--- src/host_pkg.sv ---
/* Shared widths, vector types, AXI-lite bus structs, FSM state enum
   and register map constants for the host domain */
`default_nettype none

package host_pkg;

  typedef logic [31:0] cfg_addr_t;
  typedef logic [31:0] cfg_data_t;
  typedef logic [1:0]  cfg_resp_t;
  typedef logic [2:0]  reg_idx_t;
  typedef logic [31:0] counter_t;

  localparam cfg_resp_t RespOkay   = 2'b00;
  localparam cfg_resp_t RespSlvErr = 2'b10;

  localparam int unsigned NumCounters = 4;

  // Filler word for unmapped reads
  localparam cfg_data_t UnmappedData = 32'hdeadf000;

  localparam reg_idx_t CntBaseIdx = 3'd0;
  localparam reg_idx_t ThrBaseIdx = 3'd4;

  // Last member is bit 0, so read_hit sits at counter index 0
  typedef struct packed {
    logic write_miss;
    logic write_hit;
    logic read_miss;
    logic read_hit;
  } llc_events_t;

  typedef struct packed {
    logic      aw_valid;
    cfg_addr_t aw_addr;
    logic      w_valid;
    cfg_data_t w_data;
    logic      b_ready;
    logic      ar_valid;
    cfg_addr_t ar_addr;
    logic      r_ready;
  } lite_req_t;

  typedef struct packed {
    logic      aw_ready;
    logic      w_ready;
    logic      b_valid;
    cfg_resp_t b_resp;
    logic      ar_ready;
    logic      r_valid;
    cfg_resp_t r_resp;
    cfg_data_t r_data;
  } lite_resp_t;

  typedef enum logic [1:0] {
    CFG_IDLE,
    CFG_RDATA,
    CFG_BRESP
  } cfg_state_e;

endpackage

`default_nettype wire

--- src/cfg_lite_fsm.sv ---
/* AXI-lite slave handshake FSM, one access at a time with reads first,
   issuing single-cycle register strobes */
`timescale 1ns/1ps
`default_nettype none

module cfg_lite_fsm import host_pkg::*; (
  input  logic       clk_i,
  input  logic       arst_n_i,
  input  lite_req_t  lite_req_i,
  output lite_resp_t lite_resp_o,
  output logic       rd_en_o,
  output logic       wr_en_o,
  output cfg_addr_t  addr_o,
  output cfg_data_t  wdata_o,
  input  cfg_data_t  rdata_i,
  input  logic       mapped_i
);

  cfg_state_e state_q, state_d;

  logic      idle;
  logic      rd_accept;
  logic      wr_accept;
  cfg_data_t r_data_q;
  cfg_resp_t r_resp_q;
  cfg_resp_t b_resp_q;

  assign idle = (state_q == CFG_IDLE);

  // Read wins when both channels present a request
  assign rd_accept = idle && lite_req_i.ar_valid;
  assign wr_accept = idle && !lite_req_i.ar_valid &&
                     lite_req_i.aw_valid && lite_req_i.w_valid;

  assign rd_en_o = rd_accept;
  assign wr_en_o = wr_accept;
  assign addr_o  = rd_accept ? lite_req_i.ar_addr : lite_req_i.aw_addr;
  assign wdata_o = lite_req_i.w_data;

  always_comb begin
    state_d = state_q;
    case (state_q)
      CFG_IDLE: begin
        if (rd_accept) begin
          state_d = CFG_RDATA;
        end else if (wr_accept) begin
          state_d = CFG_BRESP;
        end
      end
      CFG_RDATA: begin
        if (lite_req_i.r_ready) state_d = CFG_IDLE;
      end
      CFG_BRESP: begin
        if (lite_req_i.b_ready) state_d = CFG_IDLE;
      end
      default: state_d = CFG_IDLE;
    endcase
  end

  always_ff @(posedge clk_i or negedge arst_n_i) begin
    if (!arst_n_i) begin
      state_q <= CFG_IDLE;
    end else begin
      state_q <= state_d;
    end
  end

  // Response payload, held until the master takes it
  always_ff @(posedge clk_i) begin
    if (rd_accept) begin
      r_data_q <= rdata_i;
      r_resp_q <= mapped_i ? RespOkay : RespSlvErr;
    end
    if (wr_accept) begin
      b_resp_q <= mapped_i ? RespOkay : RespSlvErr;
    end
  end

  always_comb begin
    lite_resp_o          = '0;
    lite_resp_o.ar_ready = idle;
    // AW and W only move as a pair
    lite_resp_o.aw_ready = idle && !lite_req_i.ar_valid && lite_req_i.w_valid;
    lite_resp_o.w_ready  = idle && !lite_req_i.ar_valid && lite_req_i.aw_valid;
    lite_resp_o.r_valid  = (state_q == CFG_RDATA);
    lite_resp_o.r_data   = r_data_q;
    lite_resp_o.r_resp   = r_resp_q;
    lite_resp_o.b_valid  = (state_q == CFG_BRESP);
    lite_resp_o.b_resp   = b_resp_q;
  end

endmodule

`default_nettype wire

--- src/pmu_event_counters.sv ---
/* Four saturating cache event counters with per-counter clear */
`timescale 1ns/1ps
`default_nettype none

module pmu_event_counters import host_pkg::*; (
  input  logic                             clk_i,
  input  logic                             arst_n_i,
  input  llc_events_t                      events_i,
  input  logic     [NumCounters-1:0]       clear_i,
  output counter_t [NumCounters-1:0]       count_o
);

  logic     [NumCounters-1:0] event_vec;
  logic     [NumCounters-1:0] at_max;
  counter_t [NumCounters-1:0] cnt_q;

  // Struct bit k is the strobe for counter k
  assign event_vec = events_i;

  always_comb begin
    for (int k = 0; k < NumCounters; k++) begin
      at_max[k] = &cnt_q[k];
    end
  end

  always_ff @(posedge clk_i or negedge arst_n_i) begin
    if (!arst_n_i) begin
      cnt_q <= '0;
    end else begin
      for (int k = 0; k < NumCounters; k++) begin
        // Clear beats a same-cycle event
        if (clear_i[k]) begin
          cnt_q[k] <= '0;
        end else if (event_vec[k] && !at_max[k]) begin
          cnt_q[k] <= cnt_q[k] + counter_t'(1);
        end
      end
    end
  end

  assign count_o = cnt_q;

endmodule

`default_nettype wire

--- src/pmu_cfg_regs.sv ---
/* Monitor register file: address decode, threshold registers, counter
   clear pulses, read mux and threshold interrupts */
`timescale 1ns/1ps
`default_nettype none

module pmu_cfg_regs import host_pkg::*; (
  input  logic                         clk_i,
  input  logic                         arst_n_i,
  input  logic                         rd_en_i,
  input  logic                         wr_en_i,
  input  cfg_addr_t                    addr_i,
  input  cfg_data_t                    wdata_i,
  output cfg_data_t                    rdata_o,
  output logic                         mapped_o,
  input  counter_t [NumCounters-1:0]   count_i,
  output logic     [NumCounters-1:0]   clear_o,
  output logic     [NumCounters-1:0]   pmu_irq_o
);

  reg_idx_t reg_idx;
  reg_idx_t cnt_off;
  reg_idx_t thr_off;
  logic     mapped;
  logic     is_thr;
  logic     thr_we;

  counter_t [NumCounters-1:0] thr_q;

  // Word index from bits 4:2, everything above must be zero
  assign reg_idx  = addr_i[4:2];
  assign mapped   = (addr_i[31:5] == '0);
  assign mapped_o = mapped;

  assign is_thr  = (reg_idx >= ThrBaseIdx);
  assign cnt_off = reg_idx - CntBaseIdx;
  assign thr_off = reg_idx - ThrBaseIdx;
  assign thr_we  = wr_en_i && mapped && is_thr;

  always_ff @(posedge clk_i or negedge arst_n_i) begin
    if (!arst_n_i) begin
      thr_q <= '0;
    end else if (thr_we) begin
      thr_q[thr_off[1:0]] <= wdata_i;
    end
  end

  // Counter writes only clear, the data is ignored
  always_comb begin
    clear_o = '0;
    if (wr_en_i && mapped && !is_thr) begin
      clear_o[cnt_off[1:0]] = 1'b1;
    end
  end

  always_comb begin
    rdata_o = '0;
    if (rd_en_i) begin
      if (!mapped) begin
        rdata_o = UnmappedData;
      end else if (is_thr) begin
        rdata_o = thr_q[thr_off[1:0]];
      end else begin
        rdata_o = count_i[cnt_off[1:0]];
      end
    end
  end

  // Zero threshold disables the interrupt
  always_comb begin
    for (int k = 0; k < NumCounters; k++) begin
      pmu_irq_o[k] = (thr_q[k] != '0) && (count_i[k] >= thr_q[k]);
    end
  end

endmodule

`default_nettype wire

--- src/dma_evt_rx.sv ---
/* Receiver for the toggle-coded cluster DMA event: level acknowledge
   and one pulse per toggle */
`timescale 1ns/1ps
`default_nettype none

module dma_evt_rx (
  input  logic clk_i,
  input  logic arst_n_i,
  input  logic valid_i,
  output logic valid_o,
  output logic ack_o
);

  logic [1:0] sync_q;
  logic       last_q;
  logic       pulse_q;

  always_ff @(posedge clk_i or negedge arst_n_i) begin
    if (!arst_n_i) begin
      sync_q  <= '0;
      last_q  <= 1'b0;
      pulse_q <= 1'b0;
    end else begin
      sync_q  <= {sync_q[0], valid_i};
      last_q  <= sync_q[1];
      // Edge of the synchronized level
      pulse_q <= sync_q[1] ^ last_q;
    end
  end

  // Acknowledge echoes the synchronized toggle back to the cluster
  assign ack_o   = sync_q[1];
  assign valid_o = pulse_q;

endmodule

`default_nettype wire

--- src/host_domain.sv ---
/* Host domain top: AXI-lite config responder, performance monitor
   and cluster DMA event receiver */
`timescale 1ns/1ps
`default_nettype none

module host_domain import host_pkg::*; (
  input  logic                   clk_i,
  input  logic                   arst_n_i,
  input  lite_req_t              cfg_req_i,
  output lite_resp_t             cfg_resp_o,
  input  llc_events_t            llc_events_i,
  output logic [NumCounters-1:0] pmu_irq_o,
  input  logic                   dma_pe_evt_valid_i,
  output logic                   dma_pe_evt_o,
  output logic                   dma_pe_evt_ack_o
);

  logic      reg_rd_en;
  logic      reg_wr_en;
  cfg_addr_t reg_addr;
  cfg_data_t reg_wdata;
  cfg_data_t reg_rdata;
  logic      reg_mapped;

  logic     [NumCounters-1:0] cnt_clear;
  counter_t [NumCounters-1:0] cnt_value;

  cfg_lite_fsm i_cfg_lite_fsm (
    .clk_i       ( clk_i      ),
    .arst_n_i    ( arst_n_i   ),
    .lite_req_i  ( cfg_req_i  ),
    .lite_resp_o ( cfg_resp_o ),
    .rd_en_o     ( reg_rd_en  ),
    .wr_en_o     ( reg_wr_en  ),
    .addr_o      ( reg_addr   ),
    .wdata_o     ( reg_wdata  ),
    .rdata_i     ( reg_rdata  ),
    .mapped_i    ( reg_mapped )
  );

  pmu_cfg_regs i_pmu_cfg_regs (
    .clk_i     ( clk_i      ),
    .arst_n_i  ( arst_n_i   ),
    .rd_en_i   ( reg_rd_en  ),
    .wr_en_i   ( reg_wr_en  ),
    .addr_i    ( reg_addr   ),
    .wdata_i   ( reg_wdata  ),
    .rdata_o   ( reg_rdata  ),
    .mapped_o  ( reg_mapped ),
    .count_i   ( cnt_value  ),
    .clear_o   ( cnt_clear  ),
    .pmu_irq_o ( pmu_irq_o  )
  );

  pmu_event_counters i_pmu_event_counters (
    .clk_i    ( clk_i        ),
    .arst_n_i ( arst_n_i     ),
    .events_i ( llc_events_i ),
    .clear_i  ( cnt_clear    ),
    .count_o  ( cnt_value    )
  );

  dma_evt_rx i_dma_evt_rx (
    .clk_i    ( clk_i              ),
    .arst_n_i ( arst_n_i           ),
    .valid_i  ( dma_pe_evt_valid_i ),
    .valid_o  ( dma_pe_evt_o       ),
    .ack_o    ( dma_pe_evt_ack_o   )
  );

endmodule

`default_nettype wire

--- config.mk ---
export PLATFORM = sky130hd
export DESIGN_NAME = host_domain
export DESIGN_NICKNAME = d
export VERILOG_FILES = /design/src/host_pkg.sv /design/src/cfg_lite_fsm.sv /design/src/pmu_event_counters.sv /design/src/pmu_cfg_regs.sv /design/src/dma_evt_rx.sv /design/src/host_domain.sv
export SDC_FILE = /design/constraint.sdc
export NUM_CORES = 1
export LEC_CHECK = 0
export ABC_AREA = 1
export BUFFER_PORTS_ARGS = -buffer_cell sky130_fd_sc_hd__buf_2
export CORE_MARGIN = 4
export CORE_UTILIZATION = 49
export DETAILED_ROUTE_END_ITERATION = 10
export GPL_ROUTABILITY_DRIVEN = 0
export PLACE_DENSITY = 0.66
export SYNTH_ARGS = -nofsm -noshare
export SYNTH_HDL_FRONTEND = slang
export SYNTH_SLANG_ARGS = --single-unit
export TNS_END_PERCENT = 30
--- constraint.sdc ---
create_clock -name clk_i -period 3.3 [get_ports clk_i]
set_input_delay 0.33 -clock clk_i [delete_from_list [all_inputs] [get_ports clk_i]]
set_output_delay 0.33 -clock clk_i [all_outputs]
set_load 0.05 [all_outputs]
==> results_dict.tcl <==
set metrics [dict create \
    multiInputGateArea_um2 11480 \
    final_area_um2 24200 \
    rrSetupSlack_ns 0.31 \
    hold_viol_final 0 \
    r2r_cells 11 \
    whs_path_depth 3 \
    power_frac_comb_pct 24.3 \
    power.switching_uw 4114 \
    syn2layout_area_growth_pct 12.73 \
    synth.distinct_cells 39 \
    rows 76 \
    avgViaCountPerCell 5.429 \
    antenna_found_initial 1 \
    crit_path_end_kind "output port" \
    grt_first_pass_wirelength_mm 115.6 \
    layout.cells.non_filler 4085 \
    async_reset_ff_share_pct 88.51 \
    die_w_um 217.3 \
    yosysWarnings 0 \
    seqCellArea_um2 7577 \
    htreeDepth 2 \
    grt_max_degree 75 \
    fin_tns_setup_ns 0 \
    seqPwrFrac_pct 37.6 \
    cts-root-buf "clkbuf_16" \
    pin_count 155 \
    status "finished clean" \
    p_int_uw 7557 \
    synthCells 3341 \
    start_util_pct 49.73 \
    diodes 0 \
    cp.arrival_ns 2.75 \
    post_drt_wl_per_cell_um 18.34 \
    globalRoute.totalOverflow 0 \
    dr.pass1.iters 9 \
    rr_startpoint "i_cfg_lite_fsm.state_q[1]" \
    min_from "cfg_req_i[100]" \
    nets 3712 \
    core_area_um2 43170 \
    ys_ff_latch 296 \
    port_buffers 148 \
    cts_buffers 37 \
    synth_top_area_share_pct 30.54 \
    skew_ns 0.02896 \
    rsz0062_at_grt "false" \
    whs_ns 0.04504 \
    synth_area_um2 21470 \
    clock-sinks 296 \
    crit_type "flop to output port" \
    fin_crit_sh_pct 93.21 \
    placed_cell_area_um2 22850 \
    ir_worst_vdd_mv 0.4368 \
    setup_viol 0 \
    drv_cap 0 \
    cts.clk_slew.worst_paths_ns 0.06 \
    die_h_um 217.3 \
    dpl.hpwl_mm 57.94 \
    finalCriticalPeriod_ns 3.076 \
    max-slew-margin-rel_pct 41.01 \
    cp_max_fo 6 \
    synth_area_leaders "dfrtp_1 31%, nand2_1 18%, nor2_1 11%" \
    first_global_vias 20740 \
    power_uw 11670 \
    syn_avg_cell_area_um2 6.426 \
    p_clk_share_pct 38.1 \
    drt_iter0_drc 2518 \
    dp_cells 4014 \
    cp.required_ns 2.97 \
    synth_top_flop_cell "dfrtp_1" \
    n_fill_cell 4337 \
    synth.largest_area_cell "dfrtp_1" \
    dieArea_um2 47230 \
    postCtsSetupBuffers 0 \
    hold_class "input port to flop" \
    finalWirelength_mm 74.91 \
    p_sw_share_pct 35.25 \
    cts_tree "done" \
    track_usage_pct 31.27 \
    synth_edf_count 34 \
    cts_buffer_depth 3 \
    max_slew.worst_pin.slew_ns 0.8789 \
    drtAntennaViolNets 0 \
    power.leakage_uw 0.01235 \
    rr_endpoint "i_cfg_lite_fsm.r_data_q[26]" \
    hold_end "i_cfg_lite_fsm.state_q[1]" \
    synth.most_common_cell "nand2_1" \
    clk_latency_ns 0.58 \
    slew_violations 0 \
    max_freq_mhz 325.1 \
    drive_gt1_share_pct 7.714 \
    drc 0 \
    start_kind "flop" \
    vias 22180 \
    yosysSeqAreaShare_pct 35.30 \
    power_density_nw_per_um2 482.3 \
    ys_top_cells_by_count "1022 x nand2_1, 617 x nor2_1, 509 x inv_1, 262 x dfrtp_1, 207 x nand3_1" \
]
worst max-delay path, stage by stage, from the launching register on:
cell and delay [ns]:
dfrtp_1 0.46, ha_1 0.33, nand2_1 0.07, nor2_1 0.14
nand4_1 0.16, nor2_1 0.26, nand4_1 0.19, nand3_1 0.15
nand2_1 0.09, inv_1 0.06, buf_2 0.25
state kept, by name, summed over array words and instances, names as in the netlist:
name                          count
i_dma_evt_rx.sync_q               2
i_cfg_lite_fsm.b_resp_q           1
i_pmu_event_counters.count_o    128
i_cfg_lite_fsm.state_q            2
i_pmu_cfg_regs.thr_q            128
i_dma_evt_rx.valid_o              1
i_cfg_lite_fsm.r_resp_q           1
i_dma_evt_rx.last_q               1
i_cfg_lite_fsm.r_data_q          32
kinds of logic after synthesis:
kind of cell | after synthesis | share of synthesized area, %
other | 1 | 0.01747
AOI/OAI and AO/OA | 307 | 7.472
adders and majority gates | 132 | 7.693
buffers and inverters | 612 | 11.25
and+or+nand+nor | 1970 | 37.34
xor gates and xnor gates | 23 | 0.9383
DFF | 296 | 35.30
worst max path at each step:
stage / cells after the start / to / start / slack [ns]
finish: 10 / pmu_irq_o[0] / i_pmu_event_counters.count_o[23] / 0.22
global route: 12 / i_pmu_cfg_regs.thr_q[57] / i_cfg_lite_fsm.state_q[1] / 0.11
CTS: 10 / pmu_irq_o[0] / i_pmu_event_counters.count_o[23] / 0.21
detailed placement: 11 / i_pmu_cfg_regs.thr_q[92] / i_cfg_lite_fsm.state_q[1] / 0.36
global placement: 11 / i_pmu_cfg_regs.thr_q[84] / i_cfg_lite_fsm.state_q[1] / 0.43
floorplan: 10 / i_cfg_lite_fsm.r_data_q[12] / i_cfg_lite_fsm.state_q[1] / 0.78
stage by stage:
stage | util, % | setup slack [ns]
final | 56.06 | 0.2241
after global routing | 56.06 | 0.1094
after CTS | 56.06 | 0.2105
after detailed placement | 52.92 | 0.3598
after global placement | 52.92 | 0.4295
after floorplan | - | 0.7839
repair_timing:
item	CTS	global route
hold buffers	4	0
resized for setup	0	0
endpoints found under the hold margin	73	0
layout make-up:
type,instances,share of cell area [%]
multi-input combinational,2434,47.45
sequential,296,31.31
inverter,512,7.952
timing repair buffer,191,4.839
clock buffer,46,4.265
tap,585,3.025
clock inverter,21,1.158
power groups by stage:
stage / Combinational [uW] / Sequential (uW) / Clock (uW)
after global placement: 2690 / 4420 / 0
final: 2840 / 4380 / 4450
after CTS: 2800 / 4370 / 4490
after floorplan: 1830 / 4370 / 0
after global routing: 3200 / 4420 / 4640
after detailed placement: 2780 / 4430 / 0
routing by layer:
layer	wire (um)	share of wire (%)	track usage, %
met2	34220	46	50.53
met1	30800	41	42.18
met3	6244	8.3	4.398
met4	3650	4.9	13.53
met5	0	0	0
placed cells by master, fill, tap and decap left out, types with 7 or more instances in the layout:
cell	synthesis	final
o21ai_0	178	178
buf_2	52	147
a21oi_1	58	58
o21ai_1	52	52
clkbuf_16	0	39
nor4_1	8	8
nand3_1	207	207
o21a_1	8	8
nor2_1	617	617
nand2_1	1022	1022
nor3_1	33	33
nand4_1	64	64
buf_4	11	32
buf_12	0	7
inv_1	509	508
ha_1	132	132
dfrtp_1	262	262
xor2_1	22	22
edfxtp_1	34	34
Power figures use the tool's default switching activity.
